### src/source/bus_pkg.sv
package bus_pkg;

    localparam int addr_width = 32;
    localparam int data_width = 32;
    localparam int data_bytes = data_width / 8;

    // beats minus one, enough for a full line
    localparam int len_width = 2;

    // top address bit selects the bypass
    localparam int uncached_bit = 31;

    typedef logic [addr_width-1:0] addr_t;
    typedef logic [data_width-1:0] word_t;
    typedef logic [data_bytes-1:0] wrten_t;
    typedef logic [len_width-1:0]  len_t;

    localparam wrten_t full_strobe = '1;

endpackage

### src/source/uncached_port.sv
`timescale 1ns/1ps

module uncached_port (
    input  logic            clk,
    input  logic            resetn,
    input  logic            req,
    input  bus_pkg::addr_t  addr,
    input  bus_pkg::wrten_t wrten,
    input  bus_pkg::word_t  wdata,
    output logic            addr_ok,
    output logic            data_ok,
    output bus_pkg::word_t  rdata,
    output logic            mem_valid,
    output logic            mem_write,
    output bus_pkg::addr_t  mem_addr,
    output bus_pkg::len_t   mem_len,
    output bus_pkg::word_t  mem_wdata,
    output bus_pkg::wrten_t mem_wstrb,
    input  logic            mem_okay,
    input  bus_pkg::word_t  mem_rdata,
    input  logic            mem_last
);
    import bus_pkg::*;

    logic is_write;

    assign is_write = |wrten;

    // core fields are held until addr_ok, so they drive the bus directly
    assign mem_valid = req;
    assign mem_write = is_write;
    assign mem_addr  = addr;
    assign mem_len   = '0;
    assign mem_wdata = wdata;
    assign mem_wstrb = is_write ? wrten : full_strobe;

    // single beat, so the okay beat is also the last
    assign addr_ok = req && mem_okay && mem_last;

    always_ff @(posedge clk) begin
        if (resetn) begin
            data_ok <= 1'b0;
        end else begin
            data_ok <= addr_ok;
            if (addr_ok && !is_write) begin
                rdata <= mem_rdata;
            end
        end
    end

endmodule

### config.mk
export PLATFORM = sky130hd
export DESIGN_NAME = uncached_port
export DESIGN_NICKNAME = d
export VERILOG_FILES = /design/src/source/bus_pkg.sv /design/src/source/uncached_port.sv
export SDC_FILE = /design/constraint.sdc
export NUM_CORES = 1
export LEC_CHECK = 0
export ABC_CLOCK_PERIOD_IN_PS = 2100
export BUFFER_PORTS_ARGS = -buffer_cell sky130_fd_sc_hd__buf_2
export CAP_MARGIN = 20
export CELL_PAD_IN_SITES_DETAIL_PLACEMENT = 2
export CELL_PAD_IN_SITES_GLOBAL_PLACEMENT = 2
export CORE_ASPECT_RATIO = 0.9
export CORE_MARGIN = 5
export CORE_UTILIZATION = 14
export DETAILED_ROUTE_END_ITERATION = 10
export HOLD_SLACK_MARGIN = 0.08
export PLACE_DENSITY = 0.8
export SYNTH_ARGS = -nofsm -noshare
export SYNTH_HDL_FRONTEND = slang
export SYNTH_SLANG_ARGS = --single-unit
### constraint.sdc
create_clock -name clk -period 2.1 [get_ports clk]
set_input_delay 0.105 -clock clk [delete_from_list [all_inputs] [get_ports clk]]
set_output_delay 0.105 -clock clk [all_outputs]
set_load 0.02 [all_outputs]
==> results.cfg, run 1 <==
[floorplanning]
row_count = 36
die_y_um = 110.3
die-area_um2 = 13390
start_util_pct = 14.35
io_pins = 211
core_um2 = 10900
fp.dieW_um = 121.4

[drt]
drcViolationCount = 0
viasPerCell = 2.896
first_pass_iters = 4
wire_per_inst_um = 13.19
initialDrtViolationCount = 45
wirelength_mm = 4.195
routed-via-count = 921
ant_nets = 0

[cts]
cts_tree = done
cts_buffers = 5
path_clk_slew_ps = 50
cts_sinks = 33
clock-root-buffer = clkbuf_16
cts.path.max_buffers = 2
htreeDepth = 2

[layout]
stdcell_count = 318
nets = 270
antennaDiodeCount = 0
drive_gt1_share_pct = 53.61
syn_to_final_growth_pct = 37.92

[min_path]
hold_start = mem_okay
hold_depth = 3
min-delay-path-class = in2reg
holdPathEnd = data_ok

[sta]
setup_tns_ps = 0
fmax_mhz = 771.0
hold_viol = 0
fin_crit_sh_pct = 61.76
post-route-min-period_ps = 1297
fin_hold_ws_ps = 202.3
timing.final.max_slew_violations = 0
rsz0062_at_grt = no
setup_viol = 0

[placement]
portBuffers = 80
dp.cells = 277
gp_congestion = 0.5692
hpwlAfterDp_mm = 2.980

[yosys]
synthTopCellsByArea = edfxtp_1, buf_4, nand2b_1
synth_common_cells = buf_4, edfxtp_1, nand2b_1
ys_seq_area_share_pct = 62.72
avgSynthCellArea_um2 = 14.09
syn-cell-area_um2 = 1564
synth_edf_count = 32
synthCells = 111
ys.flop_type = edfxtp_1
async_flop_share_pct = 0
yosysTopAreaCell = edfxtp_1
synth_seq_cells = 33
yosysMostFrequentCell = buf_4
ys_warn_count = 0
yosysUniqueCellTypes = 11
synth_top_area_share_pct = 61.44

[setup_path]
end_kind = flop
critPathLaunchType = input port
path_class = in2reg
worstPathRequired_ps = 2060
arrival_ps = 1260
worstPathMaxFanout = 32

[pwr]
leakagePower_nw = 0.8788
vdd_drop_max_mv = 0.2974
p_per_area_nw_per_um2 = 761.9

[global_route]
antenna_found_initial = 0
grt_max_degree = 33
grt_pass1_wl_mm = 6.161
grt_pass1_vias = 1116
grt-ovfl-total = 0
grt_usage_pct = 6.116

[status]
outcome = finished, final reports clean

[flow_run]
max_cap_violations = 0
-- worst max-delay path by stage --
stage,to,from,slack [ps]
global placement,rdata[11],wrten[2],540
global route,rdata[18],wrten[2],770
finish,rdata[17],wrten[2],800
detailed placement,rdata[19],wrten[2],510
floorplan,rdata[0],wrten[2],80
CTS,rdata[25],wrten[2],790
-- what timing repair did --
item | 4_1_cts | 5_1_grt
endpoints found under the setup margin | 0 | 0
hold buffers | 33 | 0
setup buffers | 0 | 0
hold endpoints to repair | 33 | 0
resized for setup | 0 | 0
-- routing by layer --
metal  GRT usage [%]  part of all wire (%)  vias up
li1                -                     -      406
met1           5.583                    32      426
met2           11.20                    54       77
met3           3.010                    12       12
met4           3.280                   1.8        0
met5               0                     0        -
-- worst max-delay path, cell delays in order --
cell,delay (ps)
buf_2,100
or4_4,590
nor3_4,220
buf_12,220
-- logic make-up after synthesis --
logic type    after synthesis  synth area share [%]
buf+inv                    69                 33.12
flops                      33                 62.72
simple gates                8                 3.919
other cells                 1                0.2398
-- cell usage in the layout, fill, tap and decap left out, drive strengths merged --
cell / count
buf: 81
dlygate4sd3: 33
edfxtp: 32
clkbuf: 6
nand2b: 4
conb: 2
or4: 1
nand3: 1
inv: 1
nor3: 1
nor2: 1
bufinv: 1
clkinv: 1
dfxtp: 1
-- sequential cells by signal, indices dropped and copies added, names as in the netlist --
signal and flops:
rdata 32, data_ok 1
-- through the flow --
step | worst slack (ps) | power [mW] | utilization (%) | instance area (um2)
2_1_floorplan | 83.68 | 0.9458 | - | 1568
3_3_place_gp | 538.2 | 0.8099 | 15.27 | 1664
3_5_place_dp | 507.0 | 0.8138 | 15.27 | 1664
4_1_cts | 794.1 | 1.669 | 19.79 | 2157
5_1_grt | 766.7 | 1.729 | 19.79 | 2157
6_report | 803.0 | 1.643 | 19.79 | 2157
-- power by group --
group	internal (mW)	switching, mW	leakage [nW]
clock network	0.555	0.240	0.0785
logic	0.0757	0.0467	0.504
registers	0.726	0.000764	0.296
-- final cells by class --
class                   instances  area [um2]
flip-flops and latches         33       980.9
clock inverters                 2       33.78
inverters                       1       3.754
multi-input cells              10       68.82
clock buffers                   6       128.9
fillers                      1240        8743
repair buffers                114       750.7
well taps                     152       190.2
(Power assumes the default switching activity.)
==> inputs of run 2 (changes only) <==
--- a/config.mk
+++ b/config.mk
@@ -5,7 +5,7 @@
 export SDC_FILE = /design/constraint.sdc
 export NUM_CORES = 1
 export LEC_CHECK = 0
-export ABC_CLOCK_PERIOD_IN_PS = 2100
+export ABC_CLOCK_PERIOD_IN_PS = 1130
 export BUFFER_PORTS_ARGS = -buffer_cell sky130_fd_sc_hd__buf_2
 export CAP_MARGIN = 20
 export CELL_PAD_IN_SITES_DETAIL_PLACEMENT = 2
==> constraint.sdc (replaced) <==
create_clock -name clk -period 1.13 [get_ports clk]
set_input_delay 0.0565 -clock clk [delete_from_list [all_inputs] [get_ports clk]]
set_output_delay 0.0565 -clock clk [all_outputs]
set_load 0.02 [all_outputs]
==> results.cfg, run 2 (synthesized netlist as in run 1, its figures left out) <==
[setup_path]
arrival_ps = 1160
cpPeakStageDelay_ps = 560
end_kind = flop
critPathLaunchType = input port
crit_chain = buf_6, or4_4, nor3_4, buf_12
path_class = in2reg
worstPathMaxFanout = 32
cpMaxStageDelayCell = or4_4
worstPathRequired_ps = 1090

[floorplanning]
core_um2 = 10900
io_pins = 211
row_count = 36
die_y_um = 110.3
start_util_pct = 14.35
fp.dieW_um = 121.4
die-area_um2 = 13390

[layout]
drive_gt1_share_pct = 53.89
final_common_cell = buf_2
syn_to_final_growth_pct = 39.60
top_regs = rdata (32), data_ok (1)
largest_register_ff_count = 32
antennaDiodeCount = 0
stdcell_count = 319
fill_cells = 1243
regMostFlops = rdata
fin_area_um2 = 2183
final_cell_mix = buf_2, dlygate4sd3_1, edfxtp_1
nets = 271

[global_route]
grt_usage_pct = 6.250
grt-ovfl-total = 0
grt_max_degree = 33
grt_pass1_wl_mm = 6.327
antenna_found_initial = 0
grt_pass1_vias = 1164

[cts]
clock-root-buffer = clkbuf_16
path_clk_slew_ps = 50
cts_tree = done
cts_sinks = 33
htreeDepth = 2
cts_buffers = 5
cts.path.max_buffers = 2

[pwr]
p_per_area_nw_per_um2 = 1405
vdd_drop_max_mv = 0.4906
leakagePower_nw = 0.8906

[drt]
routed-via-count = 938
drcViolationCount = 0
wirelength_mm = 4.250
ant_nets = 0
first_pass_iters = 3
initialDrtViolationCount = 19
viasPerCell = 2.940
wire_per_inst_um = 13.32

[sta]
post-route-min-period_ps = 1202
setup_ws_ps = -72.09
timing.final.max_slew_violations = 0
setup_viol = 36
fin_hold_ws_ps = 113.0
fin_crit_sh_pct = 106.4
hold_viol = 0
fmax_mhz = 831.9
rsz0062_at_grt = yes

[min_path]
holdPathEnd = mem_addr[14]
hold_start = addr[14]
hold_depth = 0
min-delay-path-class = in2out

[placement]
portBuffers = 80
gp_congestion = 0.5738
dp_worst_setup_slack_ps = -383.5
placed_cell_area_um2 = 1672
dp.cells = 278
hpwlAfterDp_mm = 2.998

[status]
violations = negative setup slack
outcome = finished with violations

[flow_run]
max_cap_violations = 0
## run 2: power by group
group | internal [mW] | total [mW] | switching (mW)
clock network | 1.03 | 1.48 | 0.450
registers | 1.35 | 1.35 | 0.00140
logic | 0.149 | 0.236 | 0.0872
## run 2: layout make-up
cell class | count | area, um2 | area share [%]
multi-input cells | 10 | 68.82 | 3.152
clock inverters | 2 | 33.78 | 1.547
inverters | 1 | 3.754 | 0.1719
repair buffers | 115 | 777.0 | 35.59
clock buffers | 6 | 128.9 | 5.903
well taps | 152 | 190.2 | 8.711
flip-flops and latches | 33 | 980.9 | 44.93
## run 2: layer usage
metal / wire length, um / track usage [%]
met5: 0 / 0
met1: 1389 / 5.435
met4: 68 / 3.040
met3: 521 / 3.418
met2: 2271 / 11.68
## run 2: stage by stage
step,power [mW],setup TNS (ps),utilization [%]
2_1_floorplan,1.758,-26810,-
3_3_place_gp,1.507,-11600,15.34
3_5_place_dp,1.514,-12530,15.34
4_1_cts,3.122,-2538,20.03
5_1_grt,3.206,-3251,20.03
6_report,3.067,-2144,20.03
## run 2: worst max-delay path, delay by kind of cell
kind / cells / cell delay (ps)
buffers and inverters: 2 / 320
and+or+nand+nor: 2 / 770
## run 2: worst max path at each step
stage	slack, ps	start	endpoint
finish	-70	wrten[2]	rdata[29]
global route	-100	wrten[2]	rdata[3]
CTS	-80	wrten[2]	rdata[25]
detailed placement	-380	wrten[2]	rdata[11]
global placement	-360	wrten[2]	rdata[11]
floorplan	-840	wrten[2]	rdata[0]
## run 2: repair_timing
item                                    CTS  global route
endpoints found under the setup margin   37            36
setup buffers                             0             0
hold endpoints to repair                 33             0
resized for setup                         6             0
hold buffers                             33             0
==> inputs of run 3 (changes only) <==
--- a/config.mk
+++ b/config.mk
@@ -5,6 +5,7 @@
 export SDC_FILE = /design/constraint.sdc
 export NUM_CORES = 1
 export LEC_CHECK = 0
+export ABC_AREA = 1
 export ABC_CLOCK_PERIOD_IN_PS = 1130
 export BUFFER_PORTS_ARGS = -buffer_cell sky130_fd_sc_hd__buf_2
 export CAP_MARGIN = 20
@@ -12,10 +13,10 @@
 export CELL_PAD_IN_SITES_GLOBAL_PLACEMENT = 2
 export CORE_ASPECT_RATIO = 0.9
 export CORE_MARGIN = 5
-export CORE_UTILIZATION = 14
+export CORE_UTILIZATION = 13
 export DETAILED_ROUTE_END_ITERATION = 10
 export HOLD_SLACK_MARGIN = 0.08
-export PLACE_DENSITY = 0.8
+export PLACE_DENSITY = 0.76
 export SYNTH_ARGS = -nofsm -noshare
 export SYNTH_HDL_FRONTEND = slang
 export SYNTH_SLANG_ARGS = --single-unit
==> results.cfg, run 3 <==
[yosys]
ys_warn_count = 0
synthTopCellsByArea = edfxtp_1, buf_4, inv_1
ys.flop_type = edfxtp_1
synth_seq_cells = 33
synth_common_cells = buf_4, edfxtp_1, inv_1, nand2_1, nor2_1
yosysUniqueCellTypes = 11
syn-cell-area_um2 = 1560
synth_top_area_share_pct = 61.59
avgSynthCellArea_um2 = 13.22
yosysTopAreaCell = edfxtp_1
synthCells = 118
ys_seq_area_share_pct = 62.87
synth_edf_count = 32
yosysMostFrequentCell = buf_4
async_flop_share_pct = 0

[drt]
routed-via-count = 992
ant_nets = 0
wire_per_inst_um = 13.96
wirelength_mm = 4.650
drcViolationCount = 0
first_pass_iters = 3
initialDrtViolationCount = 68
viasPerCell = 2.979

[sta]
fmax_mhz = 1068
setup_ws_ps = 193.5
timing.final.max_slew_violations = 0
hold_viol = 0
post-route-min-period_ps = 936.5
rsz0062_at_grt = no
fin_crit_sh_pct = 82.88
setup_viol = 0

[floorplanning]
row_count = 38
core_um2 = 11890
die_y_um = 113.9
die-area_um2 = 14300
io_pins = 211
fp.dieW_um = 125.5
start_util_pct = 13.13

[global_route]
grt_pass1_vias = 1109
antenna_found_initial = 0
grt_max_degree = 33
grt_pass1_wl_mm = 7.155
grt-ovfl-total = 0
grt_usage_pct = 6.599

[setup_path]
path_class = reg2out
critPathTopFamily = flip-flops
critPathLaunchType = flop
crit_chain = buf_2
arrival_ps = 880
cpPeakStageDelay_ps = 420
end_kind = output port
worstPathRequired_ps = 1070
cpMaxStageDelayCell = edfxtp_1
path_depth = 1
crit_buf_inv = 1
worstPathMaxFanout = 1

[cts]
cts_resized = 0
cts_sinks = 33
cts_buffers = 5
htreeDepth = 2
clock-root-buffer = clkbuf_16
cts_tree = done
cts_setup_buffers = 0
cts_hold_buf = 32
cts.path.max_buffers = 2
path_clk_slew_ps = 50

[layout]
top_regs = rdata (32), data_ok (1)
fill_cells = 1351
final_common_cell = buf_2
fin_area_um2 = 2166
largest_register_ff_count = 32
drive_gt1_share_pct = 53.76
stdcell_count = 333
nets = 277
post-route-util_pct = 18.22
regMostFlops = rdata
antennaDiodeCount = 0
final_cell_mix = buf_2, dlygate4sd3_1, edfxtp_1
syn_to_final_growth_pct = 38.81

[placement]
dp_worst_setup_slack_ps = 50.72
hpwlAfterDp_mm = 3.019
gp_congestion = 0.7665
portBuffers = 80
dp.cells = 293
placed_cell_area_um2 = 1707

[flow_run]
max_cap_violations = 0

[pwr]
leakagePower_nw = 0.9085
p_switching_uw = 564.0
p_per_area_nw_per_um2 = 1321
share_comb_of_total_power_pct = 8.5
switching_share_pct = 19.72
pwr-share-seq_pct = 47.2
finalPower_mw = 2.860
intPower_mw = 2.296
clkPwrFrac_pct = 44.3
vdd_drop_max_mv = 0.4595

[min_path]
hold_start = addr[21]
holdPathEnd = mem_addr[21]
min-delay-path-class = in2out
hold_depth = 0

[status]
outcome = finished, final reports clean
run 3: stage by stage:
stage	hold slack, ps	setup TNS (ps)
after CTS	113.1	0
after global placement	113.1	0
final	113.0	0
after global routing	113.0	0
after detailed placement	113.1	0
after floorplan	155.4	-1066
run 3: cell type report:
class | instances | area, um2 | share of cell area, %
sequential | 33 | 980.9 | 45.29
timing repair buffer | 113 | 740.7 | 34.20
tap | 160 | 200.2 | 9.243
clock buffer | 6 | 128.9 | 5.950
multi-input combinational | 12 | 78.83 | 3.640
inverter | 7 | 26.28 | 1.213
clock inverter | 2 | 10.01 | 0.4622
run 3: cells by family after synthesis:
group                  after synthesis  share of synthesized area, %
AND/OR/NAND/NOR                     10                         2.967
other                                1                        0.2403
flip-flops                          33                         62.87
buffers and inverters               74                         33.92
run 3: power by group through the flow:
stage          Clock, mW  Sequential (mW)  Combinational, mW
2_1_floorplan          0             1.38              0.381
3_3_place_gp           0             1.37              0.144
6_report            1.27             1.35              0.244
3_5_place_dp           0             1.37              0.150
4_1_cts             1.28             1.35              0.242
5_1_grt             1.37             1.35              0.264
run 3: worst max-delay path by stage:
stage               startpoint        to  slack, ps
floorplan             wrten[2]  rdata[0]        -30
global placement        resetn  rdata[2]         80
detailed placement      resetn  rdata[9]         50
CTS                   rdata[5]  rdata[5]        200
global route          rdata[5]  rdata[5]        160
finish                rdata[5]  rdata[5]        190
run 3: per-layer routing:
layer	wire length (um)	global-route usage (%)
met5	0	0
met4	220	5.058
met3	507	2.762
met1	1808	7.046
met2	2113	10.41
