<file path="config.mk">
export PLATFORM = sky130hd
export DESIGN_NAME = mem_arbiter
export DESIGN_NICKNAME = d
export VERILOG_FILES = /design/src/source/bus_pkg.sv /design/src/source/mem_arbiter.sv
export SDC_FILE = /design/constraint.sdc
export NUM_CORES = 1
export LEC_CHECK = 0
export BUFFER_PORTS_ARGS = -buffer_cell sky130_fd_sc_hd__buf_2
export CORE_AREA = 5 5 120 122
export DETAILED_ROUTE_END_ITERATION = 10
export DIE_AREA = 0 0 125 127
export PLACE_DENSITY = 0.55
export RECOVER_POWER = 50
export SLEW_MARGIN = 10
export SYNTH_ARGS = -nofsm -noshare
export SYNTH_HDL_FRONTEND = slang
export SYNTH_SLANG_ARGS = --single-unit
</file>
<file path="constraint.sdc">
create_clock -name clk -period 3.3 [get_ports clk]
set_input_delay 0.66 -clock clk [delete_from_list [all_inputs] [get_ports clk]]
set_output_delay 0.66 -clock clk [all_outputs]
set_load 0.005 [all_outputs]
</file>
<file path="src/source/bus_pkg.sv">
package bus_pkg;

    localparam int addr_width = 32;
    localparam int data_width = 32;
    localparam int data_bytes = data_width / 8;

    // beats minus one, enough for a full line
    localparam int len_width = 2;

    // top address bit selects the bypass
    localparam int uncached_bit = 31;

    typedef logic [addr_width-1:0] addr_t;
    typedef logic [data_width-1:0] word_t;
    typedef logic [data_bytes-1:0] wrten_t;
    typedef logic [len_width-1:0]  len_t;

    localparam wrten_t full_strobe = '1;

endpackage

</file>
<file path="src/source/mem_arbiter.sv">
`timescale 1ns/1ps

module mem_arbiter (
    input  logic            clk,
    input  logic            resetn,
    input  logic            c_mem_valid,
    input  logic            c_mem_write,
    input  bus_pkg::addr_t  c_mem_addr,
    input  bus_pkg::len_t   c_mem_len,
    input  bus_pkg::word_t  c_mem_wdata,
    input  bus_pkg::wrten_t c_mem_wstrb,
    output logic            c_mem_okay,
    output bus_pkg::word_t  c_mem_rdata,
    output logic            c_mem_last,
    input  logic            u_mem_valid,
    input  logic            u_mem_write,
    input  bus_pkg::addr_t  u_mem_addr,
    input  bus_pkg::len_t   u_mem_len,
    input  bus_pkg::word_t  u_mem_wdata,
    input  bus_pkg::wrten_t u_mem_wstrb,
    output logic            u_mem_okay,
    output bus_pkg::word_t  u_mem_rdata,
    output logic            u_mem_last,
    output logic            mem_valid,
    output logic            mem_write,
    output bus_pkg::addr_t  mem_addr,
    output bus_pkg::len_t   mem_len,
    output bus_pkg::word_t  mem_wdata,
    output bus_pkg::wrten_t mem_wstrb,
    input  logic            mem_okay,
    input  bus_pkg::word_t  mem_rdata,
    input  logic            mem_last
);
    import bus_pkg::*;

    logic held_q;
    logic held_u_q;
    logic pick_u;
    logic done;

    // idle grant is immediate, cache first
    assign pick_u = held_q ? held_u_q : !c_mem_valid;
    assign done   = mem_okay && mem_last;

    assign mem_valid = pick_u ? u_mem_valid : c_mem_valid;
    assign mem_write = pick_u ? u_mem_write : c_mem_write;
    assign mem_addr  = pick_u ? u_mem_addr  : c_mem_addr;
    assign mem_len   = pick_u ? u_mem_len   : c_mem_len;
    assign mem_wdata = pick_u ? u_mem_wdata : c_mem_wdata;
    assign mem_wstrb = pick_u ? u_mem_wstrb : c_mem_wstrb;

    assign c_mem_okay  = !pick_u && mem_okay;
    assign c_mem_last  = !pick_u && mem_last;
    assign c_mem_rdata = pick_u ? '0 : mem_rdata;
    assign u_mem_okay  = pick_u && mem_okay;
    assign u_mem_last  = pick_u && mem_last;
    assign u_mem_rdata = pick_u ? mem_rdata : '0;

    // keep the grant until the last beat is accepted
    always_ff @(posedge clk) begin
        if (resetn) begin
            held_q   <= 1'b0;
            held_u_q <= 1'b0;
        end else if (mem_valid && !done) begin
            held_q   <= 1'b1;
            held_u_q <= pick_u;
        end else if (done) begin
            held_q <= 1'b0;
        end
    end

endmodule

</file>
==> results.toml, run 1 <==
[status]
status = "complete, no violations"

[synth]
syn_area_um2 = 1413
async_flop_share_pct = 0
yosysWarnings = 0
yosysTopAreaCellShare_pct = 44.64
synth_most_common_cell = "and2_1"
synth-edff-count = 0
yosysTopAreaCell = "mux2_2"
post_synth.cell_area_avg_um2 = 8.510
synth_common_cells = "and2_1 (68), mux2_2 (56), mux2_1 (16)"
ys_types = 14
ys_top_cells_by_area = "mux2_2 (45%), and2_1 (30%), mux2_1 (13%), dfxtp_1 (2.8%), buf_2 (1.8%)"
synthFlopType = "dfxtp_1"
synth-seq-cells = 2
synth_fp_nets = 346
syn_inst = 166
yosysSeqAreaShare_pct = 2.834

[sta]
fmax_mhz = 355.9
finalCritPeriodShare_pct = 85.14
setup-tns-final_ns = 0
clock_skew_ns = 0.001477
tightestPinTransition_ns = 0.8781
finalSetupViolations = 0
rsz0062_at_grt = "false"
setup_slack_ns = 0.4905
min_period_ns = 2.810
slew_headroom_pct = 41.46
final-hold-violation-count = 0
maxSlewViolCount = 0
whs_ns = 0.5916

[route]
wl_mm = 8.775
wl_met3_um = 783
drt-wirelength-per-cell_um = 13.44
vias = 2365
highest_layer = "met4"
ant_nets = 0
drt_first_pass_iters = 4
drc = 0
wl_met2_mm = 4.586
viasPerCell = 3.622
drt_iter0_drc = 46
wl_met1_mm = 3.245

[clocking]
clkTransAtPathRegs_ns = 0.03
cts.repair.resized = 0
cts-root-buf = "clkbuf_16"
clock_latency_ns = 0.22
cts_max_level = 1
clk_path_buf_depth = 2
cts_tree = "built"
clock-sinks = 2
hold_buffers = 0
cts_buffers = 3
cts_setup_buffers = 0

[critical_path]
arrival_ns = 2.15
end_kind = "output pin"
critPathKind = "in2out"
regToRegSetupSlack_ns = 2.35
r2r-start = "held_q"
reg2reg_depth = 3
start_kind = "input port"
worstSetupEndpoint = "mem_wdata[6]"
cp.required_ns = 2.64
cp_max_fo = 30
reg2reg_to = "held_u_q"
critPathLaunch = "c_mem_valid"

[hold_path]
min-delay-path-class = "reg2reg"
hold_path_depth = 2

[power_and_ir_drop]
peakVddDrop_v = 0.0001394
power_density_nw_per_um2 = 211.3
p_leak_uw = 0.001740
total_power_uw = 683.0

[job]
maxCapViolations = 0

[die]
core_um2 = 13090
start_util_pct = 10.80
io_pins = 320
core.rowCount = 42
die-height_um = 127
die_area_um2 = 15880
dieWidth_um = 125

[finish]
fin_nets = 659
antennaDiodeCount = 0
syn2layout_area_growth_pct = 128.8
utilization_pct = 24.70
drive_gt1_share_pct = 72.12

[grt]
grt_usage_pct = 9.547
overflow = 0
antenna_found_initial = 0
grt_pass1_vias = 2359
grt_max_degree = 51
grt_first_pass_wirelength_mm = 12.54

[placed_design]
hpwl_mm = 7.852
dp_slack_ns = 0.5634
port_buffers = 319
place.gp.congestion = 0.8649
area by class of cell:
type / instances / area [um2]
well taps: 176 / 220.2
inverters: 1 / 3.754
clock buffers: 3 / 75.07
flip-flops and latches: 2 / 40.04
fillers: 1452 / 9853
repair buffers: 322 / 1585
multi-input cells: 149 / 1308
worst max-delay path: stages:
cell	delay [ns]
clkbuf_1	0.17
inv_1	0.11
mux2i_4	0.32
buf_4	0.37
mux2_2	0.38
buf_2	0.13
cells in the final DEF (no fill, tap or decap):
cell and n:
nor2_1 1, a21oi_1 3, a211oi_1 2, clkbuf_1 37
buf_4 2, buf_2 281, dfxtp_1 2, mux2i_1 1
buf_12 1, clkbuf_2 1, mux2_1 17, mux2i_4 1
clkbuf_16 3, inv_1 1, nor3_1 1, mux2_2 55
and2_1 56, and2_0 12
worst min path at each step:
stage	startpoint	endpoint	slack, ns
4_1_cts	held_u_q	held_u_q	0.59
2_1_floorplan	held_u_q	held_u_q	0.52
3_3_place_gp	held_u_q	held_u_q	0.58
5_1_grt	resetn	held_u_q	0.65
3_5_place_dp	held_u_q	held_u_q	0.59
6_report	held_u_q	held_u_q	0.59
power breakdown:
part / leakage (uW) / internal [uW] / switching [uW]
clock network: 0.0000370 / 154 / 26.4
registers: 0.0000166 / 26.2 / 3.40
logic: 0.00169 / 277 / 196
total: 0.00174 / 458 / 225
state kept, by name, indices dropped and copies added (netlist names):
register,count
held_u_q,1
held_q,1
through the flow:
| step | instances | instance area (um2) |
|---|---|---|
| 2_1_floorplan | 166 | 1413 |
| 3_3_place_gp | 650 | 3203 |
| 3_5_place_dp | 650 | 3203 |
| 4_1_cts | 653 | 3278 |
| 5_1_grt | 653 | 3232 |
| 6_report | 653 | 3232 |
cell families after synthesis:
| group | after synthesis | synth area share (%) |
|---|---|---|
| buf+inv | 15 | 5.491 |
| compound gates | 5 | 2.125 |
| mux | 74 | 58.81 |
| flops | 2 | 2.834 |
| simple gates | 70 | 30.73 |
routing by layer:
layer,vias up,global-route usage (%)
met5,-,0
met4,0,2.615
met3,10,2.462
met2,138,17.87
met1,1024,10.71
li1,1193,-
(Power assumes the default switching activity.)
==> inputs of run 2 (changes only) <==
- ABC_AREA: default -> 1
- CORE_AREA: 5 5 120 122 -> 5 5 123 125
- CTS_BUF_LIST: default -> sky130_fd_sc_hd__clkbuf_8
- DIE_AREA: 0 0 125 127 -> 0 0 128 130
- PLACE_DENSITY: 0.55 -> 0.54
==> run 2 against run 1 <==
  * Synthesized cell count grew 120%
  * Design area down 2.0%
  * First-iteration DRC count is 26% higher
  * Clock power is 47% lower
  * Combinational power rose by 18%
  * Critical endpoint is now mem_wdata[0]
  * Largest power group unchanged
==> results.toml, run 2 <==
[status]
status = "complete, no violations"

[clocking]
hold_buffers = 0
clkTransAtPathRegs_ns = 0.03
cts_max_level = 1
cts_setup_buffers = 0
cts_buffers = 3
cts.repair.resized = 0
clock-sinks = 2
cts_tree = "built"
clock_latency_ns = 0.21
cts-root-buf = "clkbuf_8"
clk_path_buf_depth = 2

[synth]
yosysTopAreaCellShare_pct = 56.83
synth_fp_nets = 540
yosysWarnings = 0
synth_top_family_by_area = "simple AND/OR/NAND/NOR gates"
post_synth.cell_area_avg_um2 = 4.018
synthXorXnorAreaFrac_pct = 0
synth-seq-cells = 2
syn_area_um2 = 1446
synth-edff-count = 0
async_flop_share_pct = 0
syn_inst = 360
synth_most_common_cell = "nand2_1"
yosysSeqAreaShare_pct = 2.768
synthSimpleGateAreaFrac_pct = 77.08
ys_top_cells_by_area = "nand2_1 (57%), nor2_1 (18%), inv_1 (10%), buf_2 (3.1%), dfxtp_1 (2.8%)"
synthMuxAreaShare_pct = 0
synth_compound_area_share_pct = 0.4325
yosysTopAreaCell = "nand2_1"
ys_types = 15
yosys.area_share.adder_pct = 0
synth_common_cells = "nand2_1 (219), nor2_1 (69), inv_1 (39)"
synthFlopType = "dfxtp_1"

[die]
dieWidth_um = 128
die-height_um = 130
io_pins = 320
core_um2 = 13770
core.rowCount = 43
die_area_um2 = 16640
start_util_pct = 10.50

[finish]
fin_nets = 845
syn2layout_area_growth_pct = 118.9
top_regs = "held_q: 1 flops, held_u_q: 1 flops"
final_common_cell = "buf_2"
antennaDiodeCount = 0
final_cell_count_no_fill = 843
final_cell_mix = "buf_2 (255), nand2_1 (220), nor2_1 (69)"
drive_gt1_share_pct = 42.38

[critical_path]
arrival_ns = 1.84
end_kind = "output pin"
cp_max_fo = 46
cp.required_ns = 2.64
cpMaxStageDelayCell = "buf_4"
reg2reg_depth = 7
max_stage_delay_ns = 0.39
path_cells = "clkbuf_1, nand2_1, nand2_1, clkinvlp_2, buf_4, nand2_1, nand2_1, buf_2"
critPathKind = "in2out"
start_kind = "input port"
path_common_cell = "nand2_1"

[grt]
grt_pass1_vias = 2888
grt_max_degree = 107
grt_first_pass_wirelength_mm = 13.88
overflow = 0
antenna_found_initial = 2
grt_usage_pct = 10.20

[route]
viasPerCell = 3.673
drt_first_pass_iters = 4
drc = 0
ant_nets = 0
drt_iter0_drc = 58
vias = 3096
wl_mm = 10.04
drt-wirelength-per-cell_um = 11.91

[sta]
setup_slack_ns = 0.7987
finalCritPeriodShare_pct = 75.80
final-hold-violation-count = 0
rsz0062_at_grt = "false"
min_period_ns = 2.501
tightestPinTransition_ns = 0.4352
slew_headroom_pct = 70.99
setup-tns-final_ns = 0
fmax_mhz = 399.8
clock_skew_ns = 0.0001452
maxSlewViolCount = 0
finalSetupViolations = 0

[power_and_ir_drop]
power_density_nw_per_um2 = 215.4
peakVddDrop_v = 0.00006969
p_leak_uw = 0.002223

[placed_design]
hpwl_mm = 8.676
place.gp.congestion = 0.7728
dp_slack_ns = 0.8587
port_buffers = 319
dp_cells = 840

[hold_path]
min-delay-path-class = "reg2reg"
hold_path_depth = 2

[job]
maxCapViolations = 0
[run 2: per-stage QoR]
stage	hold slack (ns)	instance area, um2	utilization [%]	total power, uW
after floorplan	0.4628	1446	-	295.6
after global placement	0.4940	3191	23.17	613.5
after detailed placement	0.4856	3191	23.17	611.8
after CTS	0.4918	3232	23.46	712.8
after global routing	0.5313	3167	22.99	764.4
final	0.4868	3167	22.99	682.0
[run 2: worst max-delay path, delay by kind of cell]
family / cells / cell delay, ns
buffers and inverters: 4 / 0.73
AND/OR/NAND/NOR: 4 / 0.42
[run 2: cell families after synthesis]
family / count (synthesis)
simple gates: 294
buf+inv: 63
flops: 2
compound gates: 1
[run 2: path summary, 6_finish.rpt]
check         startpoint           end  slack, ns
max          c_mem_valid  mem_wdata[0]       0.80
min reg2reg       held_q        held_q       0.49
min               held_q        held_q       0.49
max reg2reg       held_q      held_u_q       1.96
[run 2: cell type report]
| type | instances | area [um2] |
|---|---|---|
| clock buffer | 3 | 41.29 |
| fill | 1659 | 10610 |
| inverter | 41 | 155.1 |
| multi-input combinational | 295 | 1119 |
| sequential | 2 | 40.04 |
| tap | 180 | 225.2 |
| timing repair buffer | 322 | 1587 |
[run 2: metal layers]
| layer | part of all wire, % | up-vias | GRT usage (%) |
|---|---|---|---|
| met1 | 35 | 1254 | 10.91 |
| met3 | 12 | 10 | 2.538 |
| met4 | 0.84 | 4 | 2.185 |
| met2 | 51 | 197 | 20.09 |
| met5 | 0.21 | - | 0 |
| li1 | - | 1631 | - |
[run 2: report_power, final]
part | total, uW | switching [uW] | internal, uW
Combinational | 559 | 304 | 255
Clock | 94.7 | 17.7 | 77.0
Sequential | 27.9 | 1.09 | 26.8
Total | 682 | 323 | 359
==> inputs of run 3 (changes only) <==
- CORE_AREA: 5 5 123 125 -> 5 5 121 123
- DIE_AREA: 0 0 128 130 -> 0 0 126 128
- PLACE_DENSITY: 0.54 -> 0.55
- clock period: 3.3 -> 2.4 ns (I/O delays scaled with it)
==> run 3 against run 2 <==
  * Via count shrank 1.0%
  * Clock skew is 0.0013 ns higher
  * Worst setup slack lost 0.50 ns
  * Largest power group unchanged
  * Design area rose by 1.3%
  * Critical endpoint is now mem_wdata[11]
  * Wire length increased by 2.5%
  * Count of clock-buffer cells in the layout is the same
  * Highest routed layer is now met4
  * Clock power increased by 36%
  * Sequential share of layout area about the same
  * Core utilization up 0.68 points
==> results.toml, run 3 (synthesis results as in run 2) <==
[power_and_ir_drop]
total_power_uw = 963.1
p_leak_uw = 0.002233
power_density_nw_per_um2 = 300.1
peakVddDrop_v = 0.00008975

[finish]
top_regs = "held_q: 1 flops, held_u_q: 1 flops"
drive_gt1_share_pct = 41.95
final_cell_mix = "buf_2 (263), nand2_1 (219), nor2_1 (69)"
syn2layout_area_growth_pct = 121.9
final_common_cell = "buf_2"
fin_nets = 847
antennaDiodeCount = 0

[clocking]
cts_buffers = 3
clk_path_buf_depth = 2
clock-sinks = 2
cts.repair.resized = 0
cts-root-buf = "clkbuf_8"
cts_max_level = 1
clock_latency_ns = 0.21
hold_buffers = 0
clkTransAtPathRegs_ns = 0.03
cts_setup_buffers = 0
cts_tree = "built"

[die]
core_um2 = 13560
io_pins = 320
dieWidth_um = 126
die_area_um2 = 16130
start_util_pct = 10.67
core.rowCount = 43
die-height_um = 128

[critical_path]
end_kind = "output pin"
path_delay_family = "buffers and inverters"
cp_max_fo = 59
crit_cells = 8
cp_num_buf_inv = 4
arrival_ns = 1.62
cpMaxStageDelayCell = "dfxtp_1"
path_common_cell = "nand2_1"
cp.required_ns = 1.92
critPathKind = "reg2out"
start_kind = "flip-flop"
reg2reg_depth = 7
max_stage_delay_ns = 0.28
path_cells = "inv_1, nand2_1, nand2_4, clkinvlp_2, buf_12, nand2_1, nand2_1, buf_2"

[route]
drt_first_pass_iters = 5
drc = 0
wl_mm = 10.29
drt_iter0_drc = 118
vias = 3065
drt-wirelength-per-cell_um = 12.18
viasPerCell = 3.627
ant_nets = 0

[hold_path]
hold_path_depth = 2
min-delay-path-class = "reg2reg"

[sta]
final-hold-violation-count = 0
finalCritPeriodShare_pct = 87.56
tightestPinTransition_ns = 0.2555
rsz0062_at_grt = "false"
min_period_ns = 2.101
finalSetupViolations = 0
slew_headroom_pct = 82.96
maxSlewViolCount = 0
clock_skew_ns = 0.001404
fmax_mhz = 475.9
setup-tns-final_ns = 0

[grt]
antenna_found_initial = 0
grt_usage_pct = 11.15
grt_first_pass_wirelength_mm = 14.81
overflow = 0
grt_max_degree = 60
grt_pass1_vias = 2927

[placed_design]
place.gp.congestion = 0.8074
hpwl_mm = 9.123
port_buffers = 319

[job]
maxCapViolations = 0

[status]
status = "complete, no violations"
[run 3: changes by cell type in the layout (fill, tap and decap cells not counted)]
cell | previous run | this run
nand2_1 | 220 | 219
nand2_4 | 0 | 1
buf_2 | 255 | 263
and2_0 | 0 | 1
and2_1 | 1 | 0
clkbuf_2 | 18 | 6
inv_2 | 1 | 0
buf_1 | 0 | 2
buf_12 | 2 | 4
clkbuf_1 | 46 | 48
inv_1 | 39 | 40
[run 3: cell type report]
class | count | area [um2]
repair buffers | 324 | 1622
well taps | 180 | 225.2
inverters | 41 | 155.1
multi-input cells | 295 | 1126
clock buffers | 3 | 41.29
fillers | 1615 | 10350
flip-flops and latches | 2 | 40.04
[run 3: worst register-to-register path: stages, from the launching register on]
cell,delay (ns)
dfxtp_1,0.33
inv_1,0.06
nand2_1,0.11
nand3_1,0.11
nand3_1,0.08
nand2_1,0.05
inv_1,0.05
nor2_1,0.04
[run 3: power by group]
group	total, uW	internal, uW	switching, uW
logic	796	364	431
registers	38.0	36.8	1.21
clock network	129	106	23.5
total	963	507	456
[run 3: metal layers]
layer / part of all wire, % / track usage (%) / vias to the layer above
li1: - / - / 1637
met1: 38 / 13.07 / 1230
met2: 50 / 20.91 / 192
met3: 10 / 2.417 / 6
met4: 1.1 / 2.145 / 0
met5: 0 / 0 / -
[run 3: worst paths after layout]
| check | end | slack (ns) | start |
|---|---|---|---|
| max reg2reg | held_u_q | 1.47 | held_q |
| min reg2reg | held_q | 0.49 | held_q |
| min | held_q | 0.49 | held_q |
| max | mem_wdata[11] | 0.30 | held_u_q |
[run 3: stage by stage]
step                      instances  hold slack [ns]  worst slack [ns]  utilization, %  cell area, um2
after floorplan                 360           0.4628            0.8058               -            1446
after global placement          842           0.4983            0.4476           23.83            3231
after detailed placement        842           0.4873            0.4104           23.83            3231
after CTS                       845           0.4931            0.4059           24.13            3272
after global routing            845           0.5089            0.1501           23.67            3209
final                           845           0.4911            0.2985           23.67            3209
